File: config.mk
export PLATFORM = sky130hd
export DESIGN_NAME = rs_dispatch_flat
export DESIGN_NICKNAME = d
export VERILOG_FILES = /design/src/source/rs_pkg.sv /design/src/source/rs_interfaces.sv /design/src/source/rs_dispatch.sv /design/src/flat_wrapper.sv
export VERILOG_INCLUDE_DIRS = /design/src /design/src/source
export SDC_FILE = /design/constraint.sdc
export NUM_CORES = 1
export LEC_CHECK = 0
export BUFFER_PORTS_ARGS = -buffer_cell sky130_fd_sc_hd__buf_2
export CAP_MARGIN = 15
export CORE_AREA = 2 2 102 104
export DETAILED_ROUTE_END_ITERATION = 16
export DIE_AREA = 0 0 104 106
export PLACE_DENSITY = 0.57
export SYNTH_ARGS = -nofsm -noshare
export SYNTH_HDL_FRONTEND = slang
export SYNTH_SLANG_ARGS = --single-unit
File: constraint.sdc
create_clock -name vclk -period 1.86
set_input_delay 0.093 -clock vclk [all_inputs]
set_output_delay 0.093 -clock vclk [all_outputs]
set_load 0.02 [all_outputs]
File: src/source/rs_cfg.svh
`ifndef RS_CFG_SVH
`define RS_CFG_SVH

//////////////////////////////////////////////////
// datapath

// operand and result width
`define RS_XLEN 32

// rob tag width, tag 0 is the register file
`define RS_TAG_BITS 5

//////////////////////////////////////////////////
// station size

// entry count, 2 to 16
`define RS_ENTRIES 8

`endif

File: src/source/rs_pkg.sv
`include "rs_cfg.svh"

package rs_pkg;

    // major opcodes of the integer alu class
    localparam logic [6:0] OPCODE_OP     = 7'b0110011;
    localparam logic [6:0] OPCODE_OP_IMM = 7'b0010011;

    typedef struct packed {
        logic [6:0] funct7;
        logic [4:0] rs2;
        logic [4:0] rs1;
        logic [2:0] funct3;
        logic [4:0] rd;
        logic [6:0] opcode;
    } r_type_t;

    typedef struct packed {
        logic [11:0] imm;
        logic [4:0]  rs1;
        logic [2:0]  funct3;
        logic [4:0]  rd;
        logic [6:0]  opcode;
    } i_type_t;

    // one instruction word, two decodings
    typedef union packed {
        r_type_t r;
        i_type_t i;
    } rv_inst_t;

    typedef enum logic [3:0] {
        ALU_ADD,
        ALU_SUB,
        ALU_SLL,
        ALU_SLT,
        ALU_SLTU,
        ALU_XOR,
        ALU_SRL,
        ALU_SRA,
        ALU_OR,
        ALU_AND
    } alu_op_t;

    // source operand as held in an entry
    typedef struct packed {
        logic [`RS_TAG_BITS-1:0] tag;
        logic [`RS_XLEN-1:0]     value;
        logic                    ready;
    } operand_t;

endpackage

File: src/source/rs_interfaces.sv
`timescale 1ns/1ps

`include "rs_cfg.svh"

//////////////////////////////////////////////////
// dispatch to entries

interface rs_alloc_if;
    // one-hot, at most one bit per cycle
    logic [`RS_ENTRIES-1:0] alloc;
    rs_pkg::alu_op_t        op;
    logic [`RS_TAG_BITS-1:0] dest;
    rs_pkg::operand_t       opnd1;
    rs_pkg::operand_t       opnd2;
    // one bit driven by each entry
    logic [`RS_ENTRIES-1:0] busy;

    modport dispatcher (
        output alloc, op, dest, opnd1, opnd2,
        input  busy
    );

    modport slot (
        input  alloc, op, dest, opnd1, opnd2,
        output busy
    );
endinterface

//////////////////////////////////////////////////
// entries to arbiter

interface rs_issue_if;
    logic [`RS_ENTRIES-1:0]  request;
    logic [`RS_TAG_BITS-1:0] tag [`RS_ENTRIES];
    logic [`RS_XLEN-1:0]     result [`RS_ENTRIES];
    // one-hot, subset of request
    logic [`RS_ENTRIES-1:0]  grant;

    modport slot (
        output request, tag, result,
        input  grant
    );

    modport arbiter (
        input  request, tag, result,
        output grant
    );

    modport monitor (
        input grant
    );
endinterface

File: src/source/rs_dispatch.sv
`timescale 1ns/1ps

`include "rs_cfg.svh"

module rs_dispatch (
    input  logic                    dispatch_valid,
    input  rs_pkg::rv_inst_t        inst,
    input  logic [`RS_TAG_BITS-1:0] dest_tag,
    input  logic [`RS_TAG_BITS-1:0] src1_tag,
    input  logic [`RS_XLEN-1:0]     src1_value,
    input  logic                    src1_ready,
    input  logic [`RS_TAG_BITS-1:0] src2_tag,
    input  logic [`RS_XLEN-1:0]     src2_value,
    input  logic                    src2_ready,
    input  logic                    cdb_valid,
    input  logic [`RS_TAG_BITS-1:0] cdb_tag,
    input  logic [`RS_XLEN-1:0]     cdb_value,
    rs_alloc_if.dispatcher          alloc,
    rs_issue_if.monitor             issue,
    output logic                    full
);

    logic [`RS_ENTRIES-1:0] free;
    logic [`RS_ENTRIES-1:0] first_free;
    logic                   is_r;
    logic                   is_imm;
    logic                   alt;
    logic [2:0]             funct3;
    logic [`RS_XLEN-1:0]    imm_sext;

    // tag zero and same-cycle cdb broadcast both count as ready
    function automatic rs_pkg::operand_t resolve(
        input logic [`RS_TAG_BITS-1:0] tag,
        input logic [`RS_XLEN-1:0]     value,
        input logic                    ready,
        input logic                    bus_valid,
        input logic [`RS_TAG_BITS-1:0] bus_tag,
        input logic [`RS_XLEN-1:0]     bus_value
    );
        rs_pkg::operand_t o;
        o.tag   = tag;
        o.value = value;
        o.ready = ready || (tag == '0);
        if (!o.ready && bus_valid && (bus_tag == tag)) begin
            o.value = bus_value;
            o.ready = 1'b1;
        end
        return o;
    endfunction

    //////////////////////////////////////////////////
    // decode

    assign is_r     = (inst.r.opcode == rs_pkg::OPCODE_OP);
    assign is_imm   = (inst.i.opcode == rs_pkg::OPCODE_OP_IMM);
    assign funct3   = inst.r.funct3;
    // bit 30 selects sub, sra and srai
    assign alt      = inst.r.funct7[5];
    assign imm_sext = {{(`RS_XLEN-12){inst.i.imm[11]}}, inst.i.imm};

    always_comb begin
        case (funct3)
            3'd0:    alloc.op = (is_r && alt) ? rs_pkg::ALU_SUB : rs_pkg::ALU_ADD;
            3'd1:    alloc.op = rs_pkg::ALU_SLL;
            3'd2:    alloc.op = rs_pkg::ALU_SLT;
            3'd3:    alloc.op = rs_pkg::ALU_SLTU;
            3'd4:    alloc.op = rs_pkg::ALU_XOR;
            3'd5:    alloc.op = alt ? rs_pkg::ALU_SRA : rs_pkg::ALU_SRL;
            3'd6:    alloc.op = rs_pkg::ALU_OR;
            default: alloc.op = rs_pkg::ALU_AND;
        endcase
    end

    //////////////////////////////////////////////////
    // operands

    assign alloc.dest  = dest_tag;
    assign alloc.opnd1 = resolve(src1_tag, src1_value, src1_ready,
                                 cdb_valid, cdb_tag, cdb_value);

    always_comb begin
        if (is_imm) begin
            alloc.opnd2.tag   = '0;
            alloc.opnd2.value = imm_sext;
            alloc.opnd2.ready = 1'b1;
        end else begin
            alloc.opnd2 = resolve(src2_tag, src2_value, src2_ready,
                                  cdb_valid, cdb_tag, cdb_value);
        end
    end

    //////////////////////////////////////////////////
    // allocation

    // an entry granted this cycle frees at the same edge
    assign free = ~alloc.busy | issue.grant;
    assign full = ~|free;

    always_comb begin
        first_free = '0;
        for (int k = 0; k < `RS_ENTRIES; k++) begin
            if (free[k] && (first_free == '0)) begin
                first_free[k] = 1'b1;
            end
        end
    end

    // first_free is all zero when full
    assign alloc.alloc = dispatch_valid ? first_free : '0;

endmodule

File: src/flat_wrapper.sv
// flat-port wrapper written by rule: the top's interface ports become plain ports
module rs_dispatch_flat 
  (dispatch_valid, inst, dest_tag, src1_tag, src1_value, src1_ready, src2_tag, src2_value, src2_ready, cdb_valid, cdb_tag, cdb_value, full, alloc_alloc, alloc_op, alloc_dest, alloc_opnd1, alloc_opnd2, alloc_busy, issue_grant);
  rs_alloc_if alloc_i ();
  rs_issue_if issue_i ();
  input  logic dispatch_valid;
  input  rs_pkg::rv_inst_t inst;
  input  logic [`RS_TAG_BITS-1:0] dest_tag;
  input  logic [`RS_TAG_BITS-1:0] src1_tag;
  input  logic [`RS_XLEN-1:0] src1_value;
  input  logic src1_ready;
  input  logic [`RS_TAG_BITS-1:0] src2_tag;
  input  logic [`RS_XLEN-1:0] src2_value;
  input  logic src2_ready;
  input  logic cdb_valid;
  input  logic [`RS_TAG_BITS-1:0] cdb_tag;
  input  logic [`RS_XLEN-1:0] cdb_value;
  output logic full;
  output wire logic [$bits(alloc_i.alloc)-1:0] alloc_alloc;
  output wire logic [$bits(alloc_i.op)-1:0] alloc_op;
  output wire logic [$bits(alloc_i.dest)-1:0] alloc_dest;
  output wire logic [$bits(alloc_i.opnd1)-1:0] alloc_opnd1;
  output wire logic [$bits(alloc_i.opnd2)-1:0] alloc_opnd2;
  input wire logic [$bits(alloc_i.busy)-1:0] alloc_busy;
  input wire logic [$bits(issue_i.grant)-1:0] issue_grant;
  assign alloc_alloc = alloc_i.alloc;
  assign alloc_op = alloc_i.op;
  assign alloc_dest = alloc_i.dest;
  assign alloc_opnd1 = alloc_i.opnd1;
  assign alloc_opnd2 = alloc_i.opnd2;
  assign alloc_i.busy = alloc_busy;
  assign issue_i.grant = issue_grant;
  rs_dispatch u_core (.dispatch_valid(dispatch_valid), .inst(inst), .dest_tag(dest_tag), .src1_tag(src1_tag), .src1_value(src1_value), .src1_ready(src1_ready), .src2_tag(src2_tag), .src2_value(src2_value), .src2_ready(src2_ready), .cdb_valid(cdb_valid), .cdb_tag(cdb_tag), .cdb_value(cdb_value), .alloc(alloc_i), .issue(issue_i), .full(full));
endmodule
==> results.sh <==
export IMPL_outcome="finished clean"
export IMPL_grt_remaining_overflow=0
export IMPL_clkbuf_count=0
export IMPL_vias_per_cell=4.76
export IMPL_crit_slowest_cell="and4_4"
export IMPL_max_slew_margin_pct=75.7
export IMPL_setup_violations_final=0
export IMPL_ys_top_cells_by_count="32 x mux2_2, 29 x o311ai_0, 27 x nand2_1"
export IMPL_wl_mm=8.61
export IMPL_dp_slack_ns=0.0797
export IMPL_area_growth_pct=74.9
export IMPL_antenna_found_initial=0
export IMPL_dieArea_um2=11000
export IMPL_globalplace_congestion=0.840
export IMPL_max_stage_delay_ns=0.34
export IMPL_finalHoldViolations=0
export IMPL_path_cells="buf_2 > xor2_1 > nor4_1 > and4_4 > clkbuf_16 > mux2_2 > buf_2"
export IMPL_io_pins=262
export IMPL_ys_top_cells_by_area="mux2_2 20%, o311ai_0 14%, o311a_1 12%"
export IMPL_dr_pass1_iters=4
export IMPL_fin_crit_ns=1.76
export IMPL_combPwrFrac_pct=100.0
export IMPL_clock_fmax_mhz=567
export IMPL_yosysTopAreaCell="mux2_2"
export IMPL_layout_setup_ws_ns=0.0956
export IMPL_yosysWarnings=0
export IMPL_seq_cells=0
export IMPL_hpwlAfterDp_mm=6.81
export IMPL_ys_seq_area_share_pct=0
export IMPL_drt_iter0_markers=97
export IMPL_fin_tns_setup_ns=0
export IMPL_synth_area_um2=1780
export IMPL_critPathMaxFanout=9
export IMPL_tightest_slew_ns=0.364
export IMPL_globalRouteTotalUtil_pct=14.0
export IMPL_drc=0
export IMPL_num_vias=2853
export IMPL_drive_gt1_share_pct=62.7
export IMPL_fp_dieW_um=104
export IMPL_intPower_w=0.000308
export IMPL_netlist_cell_type_count=36
export IMPL_core_area_um2=10000
export IMPL_ir_worst_vdd_v=0.0000928
export IMPL_grt_pass1_vias=2852
export IMPL_rows=37
export IMPL_multi_input_area_um2=1480
export IMPL_seqCellArea_um2=0
export IMPL_synth_most_common_cell="mux2_2"
export IMPL_power_density_nw_per_um2=214
export IMPL_syn_inst=247
export IMPL_drtAntennaViolNets=0
export IMPL_antenna_cells=0
export IMPL_wl_per_cell_um=14.4
export IMPL_hold_buffers=0
export IMPL_yosys_area_top_type_share_pct=20.2
export IMPL_finalCritPeriodShare_pct=94.9
export IMPL_cp_arrival_ns=1.67
export IMPL_cap_violations=0
export IMPL_holdPathStages=0
export IMPL_p_sw_share_pct=53.8
export IMPL_critical_path_class="input port to output port"
export IMPL_seqPwrFrac_pct=0
export IMPL_rsz0062_at_grt="no"
export IMPL_slew_viol_final=0
export IMPL_initial_core_util_pct=17.8
export IMPL_cts_resized_gates=0
export IMPL_grt_max_degree=34
export IMPL_syn_nets=415
export IMPL_power_switching_w=0.000359
export IMPL_hold_class="input port to output port"
export IMPL_cpMostUsedCell="buf_2"
export IMPL_grt_first_pass_wirelength_mm=13.3
export IMPL_fill_cells=1147
export IMPL_cp_start_kind="input port"
export IMPL_die_y_um=106
export IMPL_required_ns=1.77
export IMPL_avgSynthCellArea_um2=7.22
export IMPL_p_clk_share_pct=0
export IMPL_end_kind="output port"
export IMPL_nNetsFinal=634
export IMPL_portBuffers=242
export IMPL_post_cts_buffers=0
export IMPL_leakagePower_nw=1.61
==> cells by family (layout without fill, tap and decap cells) <==
family | count (synthesis) | in the layout | share of synthesized area (%)
buffers and inverters | 60 | 277 | 17.3
muxes | 33 | 33 | 20.8
and+or+nand+nor | 73 | 73 | 21.8
xor gates and xnor gates | 10 | 10 | 4.91
AOI/OAI and AO/OA | 71 | 71 | 35.2
==> cell type report <==
cell class	count	area share, %
well taps	136	5.46
inverters	22	2.65
repair buffers	255	44.5
multi-input cells	187	47.4
==> path summary, 6_finish.rpt <==
| path | start | endpoint | slack, ns |
|---|---|---|---|
| setup / recovery | cdb_tag[2] | alloc_opnd1[8] | 0.1 |
| hold / removal | dest_tag[3] | alloc_dest[3] | 0.19 |
==> power by group through the flow <==
stage | logic [W] | registers (W) | clock network (W)
after global placement | 0.000660 | 0 | 0
after detailed placement | 0.000667 | 0 | 0
after CTS | 0.000671 | 0 | 0
final | 0.000667 | 0 | 0
after floorplan | 0.000370 | 0 | 0
after global routing | 0.000727 | 0 | 0
==> layer usage <==
| layer | vias up | track usage (%) | part of all wire, % |
|---|---|---|---|
| li1 | 1376 | - | - |
| met1 | 1328 | 16.5 | 40 |
| met2 | 140 | 27.3 | 52 |
| met3 | 9 | 1.96 | 7.7 |
| met4 | 0 | 1.83 | 0.88 |
| met5 | - | 0 | 0 |
==> worst max-delay path: cells and delay by family <==
family                 cells  cell delay, ns
multiplexers               1            0.33
buffers and inverters      3            0.47
XOR/XNOR                   1            0.15
AND/OR/NAND/NOR            2            0.62
==> placed cells by master, fill, tap and decap left out <==
cell type	count
buf_2	242
mux2_2	32
o311ai_0	29
nand2_1	27
inv_1	22
o311a_1	21
o211ai_1	11
nor2_1	9
nor2b_1	8
and2_1	7
buf_4	7
xnor2_1	6
nand2b_1	5
buf_12	5
xor2_1	4
nand3_1	3
nor3b_1	3
o311ai_1	3
nand4_1	2
a21oi_1	2
o21ai_0	2
and3_1	1
nor4b_2	1
nand4b_1	1
and4b_1	1
or4_4	1
o21bai_4	1
or3_1	1
nor3_1	1
nor4_1	1
and4_4	1
a41oi_1	1
o21a_1	1
mux2i_1	1
clkbuf_16	1
==> through the flow <==
stage / power (W) / hold slack (ns) / util (%) / std cells / instance area (µm²)
after CTS: 0.000671 / 0.186 / 30.9 / 599 / 3090
after global routing: 0.000727 / 0.186 / 31.2 / 600 / 3120
after global placement: 0.000660 / 0.186 / 30.9 / 599 / 3090
after detailed placement: 0.000667 / 0.186 / 30.9 / 599 / 3090
after floorplan: 0.000370 / 0.299 / - / 247 / 1780
final: 0.000667 / 0.186 / 31.2 / 600 / 3120
(Power assumes the default switching activity.)
