`src/source/rs_cfg.svh`:
```
`ifndef RS_CFG_SVH
`define RS_CFG_SVH

//////////////////////////////////////////////////
// datapath

// operand and result width
`define RS_XLEN 32

// rob tag width, tag 0 is the register file
`define RS_TAG_BITS 5

//////////////////////////////////////////////////
// station size

// entry count, 2 to 16
`define RS_ENTRIES 8

`endif

```
`src/source/rs_interfaces.sv`:
```
`timescale 1ns/1ps

`include "rs_cfg.svh"


//////////////////////////////////////////////////
// entries to arbiter

interface rs_issue_if;
    logic [`RS_ENTRIES-1:0]  request;
    logic [`RS_TAG_BITS-1:0] tag [`RS_ENTRIES];
    logic [`RS_XLEN-1:0]     result [`RS_ENTRIES];
    // one-hot, subset of request
    logic [`RS_ENTRIES-1:0]  grant;

    modport slot (
        output request, tag, result,
        input  grant
    );

    modport arbiter (
        input  request, tag, result,
        output grant
    );

    modport monitor (
        input grant
    );
endinterface

```
`src/source/cdb_arbiter.sv`:
```
`timescale 1ns/1ps

`include "rs_cfg.svh"

module cdb_arbiter (
    input  logic                    clock,
    input  logic                    reset,
    input  logic                    squash,
    rs_issue_if.arbiter             issue,
    output logic                    result_valid,
    output logic [`RS_TAG_BITS-1:0] result_tag,
    output logic [`RS_XLEN-1:0]     result_value
);

    localparam int IDX_BITS = $clog2(`RS_ENTRIES);

    logic [IDX_BITS-1:0] sel;
    logic                any;

    // fixed priority, entry 0 highest
    always_comb begin
        issue.grant = '0;
        sel         = '0;
        any         = 1'b0;
        for (int k = 0; k < `RS_ENTRIES; k++) begin
            if (issue.request[k] && !any) begin
                any            = 1'b1;
                sel            = IDX_BITS'(k);
                issue.grant[k] = 1'b1;
            end
        end
    end

    //////////////////////////////////////////////////
    // result register

    always_ff @(posedge clock) begin
        if (reset || squash) begin
            result_valid <= 1'b0;
        end else begin
            result_valid <= any;
        end
    end

    // loads at the edge that frees the granted entry
    always_ff @(posedge clock) begin
        if (any) begin
            result_tag   <= issue.tag[sel];
            result_value <= issue.result[sel];
        end
    end

endmodule

```
`src/flat_wrapper.sv`:
```
// flat-port wrapper written by rule: the top's interface ports become plain ports
module cdb_arbiter_flat 
  (clock, reset, squash, result_valid, result_tag, result_value, issue_request, issue_tag, issue_result, issue_grant);
  rs_issue_if issue_i ();
  input  logic clock;
  input  logic reset;
  input  logic squash;
  output logic result_valid;
  output logic [`RS_TAG_BITS-1:0] result_tag;
  output logic [`RS_XLEN-1:0] result_value;
  input wire logic [$bits(issue_i.request)-1:0] issue_request;
  input wire logic [$bits(issue_i.tag)-1:0] issue_tag;
  input wire logic [$bits(issue_i.result)-1:0] issue_result;
  output wire logic [$bits(issue_i.grant)-1:0] issue_grant;
  assign issue_i.request = issue_request;
  assign issue_i.tag = {>>{issue_tag}};
  assign issue_i.result = {>>{issue_result}};
  assign issue_grant = issue_i.grant;
  cdb_arbiter u_core (.clock(clock), .reset(reset), .squash(squash), .issue(issue_i), .result_valid(result_valid), .result_tag(result_tag), .result_value(result_value));
endmodule
```
`config.mk`:
```
export PLATFORM = sky130hd
export DESIGN_NAME = cdb_arbiter_flat
export DESIGN_NICKNAME = d
export VERILOG_FILES = /design/src/source/rs_interfaces.sv /design/src/source/cdb_arbiter.sv /design/src/flat_wrapper.sv
export VERILOG_INCLUDE_DIRS = /design/src /design/src/source
export SDC_FILE = /design/constraint.sdc
export NUM_CORES = 1
export LEC_CHECK = 0
export BUFFER_PORTS_ARGS = -buffer_cell sky130_fd_sc_hd__buf_2
export CORE_AREA = 5 5 135 137
export DETAILED_ROUTE_END_ITERATION = 8
export DIE_AREA = 0 0 140 142
export PLACE_DENSITY = 0.66
export SLEW_MARGIN = 20
export SYNTH_ARGS = -nofsm -noshare
export SYNTH_HDL_FRONTEND = slang
export SYNTH_SLANG_ARGS = --single-unit
```
`constraint.sdc`:
```
create_clock -name clock -period 2 [get_ports clock]
set_input_delay 0.4 -clock clock [delete_from_list [all_inputs] [get_ports clock]]
set_output_delay 0.4 -clock clock [all_outputs]
set_load 0.05 [all_outputs]
```
==> metrics.txt, run 1 <==
Std-Cell Rows 48; IO Pins about 350; Congestion Overflow GR 0; placed cells 1096; largest family of logic cells by synthesized area compound AO/OA/AOI/OAI gates; vias per cell around 5.2; CP arrival roughly 2 ns; Die Span X between 100 and 150 um; worst-margin pin slew 0.649 ns; final non-filler cell area slightly below 7000 um2; cells after synthesis between 500 and 600; Power per Cell Area between 500 and 600 nW/um2; area share of the largest cell type after synthesis 0.273; Total Die Area between 15000 and 20000 um2; status finished, final reports clean; # H-tree levels 2; Detail Route Antenna Nets 0; xor-xnor portion of the synthesized cell area 0; root buf cell clkbuf_16; largest fanout on the critical path 8; global-route wire length before repair 31300 um; routability cong. 0.947; Area Growth Syn to Fin 68.8%; share of layout cells above drive strength 1 0.521; GR Util All Layers 0.198; Die Ht ~140 um; Hold Buf Count CTS 0; Cell Area, Placed ~6500 um2; most frequent cells in the layout buf_2, nand2_1, a31oi_1, nor2_1; Longest Clk Path Bufs 2; clock power share 0.258; Slew HR 0.566; Num CTS Buffers 5; Sw Pwr approximately 1.3 mW; CTS tree done; Syn Area/Cell approximately 7.7 um2; Sw Share 0.369; crit share post-route 0.985; Initial Utilization 0.241; yosys warns 0; antenna diode instance count 0; Routed WL per cell approximately 20 um; min-delay worst type input pin to register; Clock Sinks 38; Pint between 2 and 2.5 mW; worst path required time ~2.0 ns; final wirelength around 22000 um; maximum VDD drop between 0.2 and 0.3 mV; mux share of post-synthesis cell area 0.102; fmax about 510 MHz; residual DRC count 0; Final min period between 1.5 and 2 ns; RSZ-0062 raised after global routing yes; Final Max Slew Viols 0; non-filler instance count after layout roughly 1100; sequential power share 0.283; post-synth top area cell edfxtp_1; 1st-pass router iterations 4; final setup vio count 0; core footprint 16900 um2; Synth Net Count 834; clk slew on worst S/H paths around 0.06 ns; Synth Area in Simple Gates 0.255; final hold viol count 0; flops & latches, synth 38; Port Buf Inserts roughly 350; Comb pwr share 0.459; Worst Setup End Kind register; drt initial violations between 300 and 400; post-synthesis compound-gate area fraction 0.303; Power, Total between 3 and 4 mW; Final nets between 1000 and 1500; largest net degree at the start of global routing between 40 and 50; total of max-cap violations 0; critical path type input pin to register; top cells by area, synth edfxtp_1, nand2_1, a31oi_1, mux2_1, o221a_1; commonest non-fill, non-tap cell in the layout buf_2; initial antenna violation count 1; adder-cell share of the synthesized area 0; sequential-to-total area share from yosys stat 0.278; Synth Cell Area about 4100 um2; Netlist cell types 27; HPWL reported at the end of detailed placement around 17000 um; CP startpoint kind input pin; Via Count approximately 5800; vias in the first global route between 5000 and 6000; Leak ~3.3 nW
stage by stage:
| stage | setup slack [ns] | hold slack [ns] | utilization | TNS, ns |
|---|---|---|---|---|
| after global routing | -0.0141 | 0.263 | 0.406 | -0.0908 |
| after detailed placement | -0.279 | 0.568 | 0.382 | -12.77 |
| after floorplan | -0.0756 | 0.475 | - | -2.25 |
| final | 0.0292 | 0.268 | 0.406 | 0 |
| after global placement | -0.254 | 0.570 | 0.382 | -11.87 |
| after CTS | 0.00753 | 0.253 | 0.392 | 0 |
kinds of logic (layout without fill, tap and decap cells):
kind of cell           Yosys count  in the layout
AO/OA/AOI/OAI                  152            152
flip-flops                      38             38
AND/OR/NAND/NOR                243            243
buffers and inverters           57            414
multiplexers                    37             37
critical path, cell delays in order:
cell and delay, ns:
buf_8 0.10, nor4_4 0.28, nand4_1 0.21, and2_4 0.29, buf_12 0.17, mux2_1 0.31, o221a_1 0.23
path summary, 6_finish.rpt:
kind	start	endpoint	slack, ns	cells after the start
worst max-delay path	issue_request[3]	u_core.result_value[18]$_DFFE_PP_	0.03	7
worst min-delay path	squash	u_core.result_valid$_SDFF_PP0_	0.27	2
flip-flops by register name (all words and copies together), names as in the netlist:
register,flops
u_core.result_valid,1
u_core.result_value,32
u_core.result_tag,5
routing by layer:
metal	routed length, um	GRT usage
met2	10800	0.353
met3	1990	0.0464
met1	8160	0.230
met4	710	0.0801
met5	13	0
Yosys cell counts, drive strengths merged:
library cell	number
nand2b	38
nor4	1
o21ai	1
clkbuf	43
a221oi	1
a221o	1
nand4	1
o221a	37
nor3	1
a31oi	75
or3	1
and2	3
mux2	37
dfxtp	1
inv	3
nor2	45
edfxtp	37
nor3b	1
buf	11
a32oi	37
nand2	151
nor4b	1
final cells by class:
cell class	count	area, um2
fill	1720	10100
multi-input combinational	432	2880
inverter	3	11.3
sequential	38	1130
tap	225	282
clock buffer	8	166
timing repair buffer	403	2410
what timing repair did:
action / in CTS / in global routing
pin swaps: 0 / 11
hold endpoints to repair: 0 / 0
setup endpoints to repair: 2 / 39
cloned: 0 / 4
buffers inserted: 0 / 0
resized for setup: 3 / 36
power groups by stage:
stage	combinational (mW)	clock [mW]	sequential [mW]
finish	1.63	0.916	1.01
global route	1.74	0.964	1.01
CTS	1.54	0.949	1.01
detailed placement	1.53	0	1.02
global placement	1.52	0	1.02
floorplan	0.554	0	1.35
(Power assumes the default switching activity.)
==> inputs of run 2 (changes only) <==
CORE_AREA = default   (was 5 5 135 137)
CORE_ASPECT_RATIO = 1.75   (was default)
CORE_MARGIN = 5   (was default)
CORE_UTILIZATION = 25   (was default)
DIE_AREA = default   (was 0 0 140 142)
PLACE_DENSITY = 0.67   (was 0.66)
==> run 2 against run 1 <==
  * The flow now finishes with violations (negative setup slack)
  * Die area down 4.2%
  * Count of clock-buffer cells in the layout unchanged
  * Final area down 1.4%
  * Critical path depth unchanged
  * Hold slack better by 0.0067 ns
  * First-iteration DRC count up 8.4%
  * Wire length up 3.0%
  * Global-route usage up 1.3 points
  * Power down 4.0%
  * Cell count down 2.3%
  * Via count down 0.88%
  * Critical endpoint is now issue_grant[7]
==> metrics.txt, run 2 (synthesis results as in run 1) <==
status finished, violations left; violated checks negative setup slack; Largest regs u_core.result_value x32, u_core.result_tag x5, u_core.result_valid x1; Routed WL per cell approximately 21 um; Die Ht approximately 180 um; # H-tree levels 2; vias per cell 5.30; worst path required time 1.60 ns; Reg with most FFs u_core.result_value; Num CTS Buffers 5; drt initial violations about 430; footprint of the multi-input gates roughly 2800 um2; Cell Area, Placed ~6500 um2; CTS tree done; total of max-cap violations 0; pre-CTS setup slack -0.359 ns; commonest non-fill, non-tap cell in the layout buf_2; hold_ws 0.275 ns; Register Area between 1000 and 1500 um2; final hold viol count 0; fill count 1681; Power, Total approximately 3.4 mW; fmax about 490 MHz; clk slew on worst S/H paths ~0.060 ns; global-route wire length before repair between 30000 and 40000 um; non-filler instance count after layout about 1100; Sw Pwr around 1.3 mW; Congestion Overflow GR 0; vias in the first global route about 5800; HPWL reported at the end of detailed placement ~18000 um; placed cells roughly 1100; Detail Route Antenna Nets 0; GR Util All Layers 0.211; clock power share 0.241; RSZ-0062 raised after global routing yes; sequential power share 0.295; final non-filler cell area 6780 um2; initial antenna violation count 7; residual DRC count 0; Slew HR 0.761; Comb pwr share 0.465; largest fanout on the critical path 19; Final nets roughly 1200; Area Growth Syn to Fin 66.4%; Longest Clk Path Bufs 2; Final min period around 2.0 ns; final setup margin -0.0305 ns; Hold Buf Count CTS 0; root buf cell clkbuf_16; Leak between 3 and 4 nW; critical path type input pin to output pin; Sw Share 0.373; Total Die Area around 19000 um2; share of layout cells above drive strength 1 0.498; IO Pins 353; worst-margin pin slew roughly 0.36 ns; most frequent cells in the layout buf_2, nand2_1, a31oi_1, nor2_1; Final Max Slew Viols 0; 1st-pass router iterations 7; CP arrival between 1.5 and 2 ns; final setup vio count 5; Worst Setup End Kind output pin; crit share post-route 1.02; Pint about 2.1 mW; Power per Cell Area 504 nW/um2; Via Count approximately 5700; Clock Sinks 38; max reg flops 32; Initial Utilization 0.255; CP startpoint kind input pin; min-delay worst type input pin to register; Die Span X ~110 um; final wirelength 22300 um; maximum VDD drop around 0.26 mV; Port Buf Inserts 352; core footprint about 16000 um2; routability cong. between 0.8 and 0.9; Std-Cell Rows approximately 60; largest net degree at the start of global routing 44
[run 2: changes by cell type in the layout (fill, tap and decap cells not counted), moves of 2 or more]
cell,change
clkbuf_8,-2
mux2_1,+20
buf_6,-2
buf_2,+4
buf_12,+4
nor2_2,-2
nor2_1,+2
diode_2,+5
clkbuf_1,+2
mux2_4,-20
[run 2: routing by layer]
| layer | vias to the layer above | share of wire | GRT usage |
|---|---|---|---|
| met3 | 55 | 0.081 | 0.0432 |
| met4 | 6 | 0.036 | 0.0960 |
| met5 | - | 0.0015 | 0 |
| met2 | 331 | 0.53 | 0.380 |
| li1 | 2720 | - | - |
| met1 | 2629 | 0.36 | 0.238 |
[run 2: path summary, 6_finish.rpt]
path / startpoint / slack [ns] / to / cells past startpoint
min: reset / 0.27 / u_core.result_valid$_SDFF_PP0_ / 2
max: issue_request[1] / -0.03 / issue_grant[7] / 7
[run 2: final cells by class]
cell class / count / share of cell area
multi-input cells: 432 / 0.412
diodes: 5 / 0.00185
well taps: 189 / 0.0349
inverters: 3 / 0.00203
flip-flops and latches: 38 / 0.167
repair buffers: 408 / 0.360
clock buffers: 8 / 0.0216
[run 2: what timing repair did]
| item | 4_1_cts | 5_1_grt |
|---|---|---|
| hold endpoints to repair | 0 | 0 |
| gates resized for setup | 3 | 10 |
| endpoints found under the setup margin | 34 | 31 |
| gates cloned | 0 | 2 |
| buffers inserted | 0 | 3 |
| pin swaps | 0 | 6 |
[run 2: power groups by stage]
| stage | Clock [mW] | Combinational [mW] | Sequential [mW] |
|---|---|---|---|
| 2_1_floorplan | 0 | 0.554 | 1.35 |
| 6_report | 0.821 | 1.59 | 1.01 |
| 4_1_cts | 0.849 | 1.57 | 1.01 |
| 3_3_place_gp | 0 | 1.55 | 1.02 |
| 3_5_place_dp | 0 | 1.57 | 1.02 |
| 5_1_grt | 0.872 | 1.70 | 1.01 |
[run 2: critical path, stage by stage]
cell and delay [ns]:
buf_2 0.14, nor4_4 0.36, nand4_1 0.18, buf_4 0.19, buf_12 0.16, inv_4 0.06
buf_8 0.13
[run 2: per-stage QoR]
stage / util / TNS (ns)
after floorplan: - / -2.25
after global placement: 0.408 / -13.63
after detailed placement: 0.408 / -15.21
after CTS: 0.418 / -0.0274
after global routing: 0.425 / -1.44
final: 0.425 / -0.0394
==> inputs of run 3 (changes only) <==
PLACE_DENSITY = default   (was 0.67)
==> run 3 against run 2 <==
  * The run now ends clean
  * Sequential power hardly changed
  * Final area down 1.6%
  * Maximum frequency rose by 4.6%
  * First-iteration DRC count down 31%
  * Critical endpoint is now u_core.result_value[16]$_DFFE_PP_
  * Hold slack got worse by 0.0017 ns
  * Clock power grew 3.2%
  * Power rose by 0.15%
  * Die area unchanged
  * Sequential cell count unchanged
  * Via count is 1.7% lower
  * Sequential share of layout area grew 0.26 points
  * Largest power group unchanged
==> metrics.txt, run 3 (synthesis results as in run 1) <==
status finished, final reports clean; worst path required time ~2.0 ns; final wirelength about 22000 um; Longest Clk Path Bufs 2; core footprint roughly 16000 um2; Largest regs u_core.result_value x32, u_core.result_tag x5, u_core.result_valid x1; Leak around 3.2 nW; fmax around 500 MHz; Initial Utilization 0.255; Sw Pwr 1.29 mW; min-delay worst type input pin to register; CTS tree done; crit path cell chain buf_2, nand2b_4, a221o_4, and2_4, buf_12, mux2_1, o221a_1; Die Ht roughly 180 um; routability cong. about 0.86; clock power share 0.248; GR Util All Layers 0.217; Std-Cell Rows a little over 60; commonest non-fill, non-tap cell in the layout buf_2; Routed WL per cell roughly 21 um; critical path type input pin to register; Total Die Area around 19000 um2; share of layout cells above drive strength 1 0.495; most frequent cells in the layout buf_2, nand2_1, a31oi_1, nor2_1, buf_4; crit share post-route 0.970; Hold Buf Count CTS 0; global-route wire length before repair ~32000 um; Comb pwr share 0.458; Area Growth Syn to Fin 63.8%; maximum VDD drop 0.311 mV; Final min period around 1.9 ns; total of max-cap violations 0; Final Max Slew Viols 0; Num CTS Buffers 5; Port Buf Inserts approximately 350; vias in the first global route 5741; Sw Share 0.377; final setup vio count 0; 1st-pass router iterations 5; IO Pins 353; largest fanout on the critical path 23; Power per Cell Area about 510 nW/um2; HPWL reported at the end of detailed placement roughly 18000 um; slowest stage delay, CP around 0.4 ns; root buf cell clkbuf_16; Pint ~2.1 mW; final hold viol count 0; worst-margin pin slew 0.369 ns; Cell Area, Placed around 6500 um2; Detail Route Antenna Nets 0; max reg flops 32; initial antenna violation count 2; Crit-path slowest cell a221o_4; # H-tree levels 2; Worst Setup End Kind register; residual DRC count 0; clk slew on worst S/H paths around 0.060 ns; Congestion Overflow GR 0; Final nets 1194; final non-filler cell area between 6000 and 7000 um2; sequential power share 0.294; Slew HR 0.753; CP startpoint kind input pin; vias per cell 5.22; drt initial violations between 200 and 300; Via Count ~5600; CP arrival roughly 2 ns; Clock Sinks 38; Reg with most FFs u_core.result_value; Die Span X 106 um; largest net degree at the start of global routing 39; hold_ws roughly 0.27 ns
## run 3: cell types whose count changed in the layout (fill, tap and decap cells not counted)
| cell | change |
|---|---|
| buf_4 | +5 |
| buf_12 | -4 |
| clkbuf_16 | -2 |
| diode_2 | -2 |
| mux2_1 | +2 |
| mux2_4 | -2 |
| inv_1 | +1 |
| inv_4 | -1 |
| nand2_1 | -1 |
| nand2_2 | +1 |
## run 3: final cells by class
type / count / area, um2
fillers: 1664 / 9280
multi-input cells: 432 / 2790
repair buffers: 407 / 2350
flip-flops and latches: 38 / 1130
well taps: 189 / 236
clock buffers: 8 / 146
inverters: 3 / 11.3
diodes: 3 / 7.51
## run 3: layer usage
| layer | vias to the layer above | GRT usage | wire length (um) |
|---|---|---|---|
| met5 | - | 0 | 0 |
| met4 | 0 | 0.0747 | 436 |
| met2 | 289 | 0.391 | 11700 |
| li1 | 2717 | - | - |
| met3 | 25 | 0.0393 | 1790 |
| met1 | 2611 | 0.256 | 8280 |
## run 3: power groups by stage
stage          clock network (mW)  logic, mW  registers [mW]
3_3_place_gp                    0       1.55            1.02
6_report                    0.847       1.57            1.01
3_5_place_dp                    0       1.56            1.02
2_1_floorplan                   0      0.554            1.35
4_1_cts                     0.868       1.57            1.01
5_1_grt                     0.894       1.68            1.01
## run 3: final timing paths
| kind | startpoint | cells after the start | end |
|---|---|---|---|
| min | squash | 2 | u_core.result_valid$_SDFF_PP0_ |
| max | issue_request[4] | 7 | u_core.result_value[16]$_DFFE_PP_ |
## run 3: per-stage QoR
step	cells	setup slack, ns	total power [mW]	TNS (ns)	util
after floorplan	527	-0.0756	1.90	-2.25	-
after global routing	1079	-0.0159	3.58	-0.0159	0.418
after global placement	1068	-0.258	2.57	-8.97	0.407
after CTS	1076	0.00265	3.44	0	0.417
final	1080	0.0593	3.42	0	0.418
after detailed placement	1068	-0.299	2.58	-10.54	0.407
## run 3: repair_timing
action,in CTS,in global routing
endpoints found under the setup margin,1,32
pin swaps,0,2
buffers inserted,0,1
resized for setup,2,4
## run 3: critical path, delay by kind of cell
kind | cells | cell delay (ns)
compound gates | 2 | 0.65
simple gates | 2 | 0.32
mux | 1 | 0.32
buf+inv | 2 | 0.27
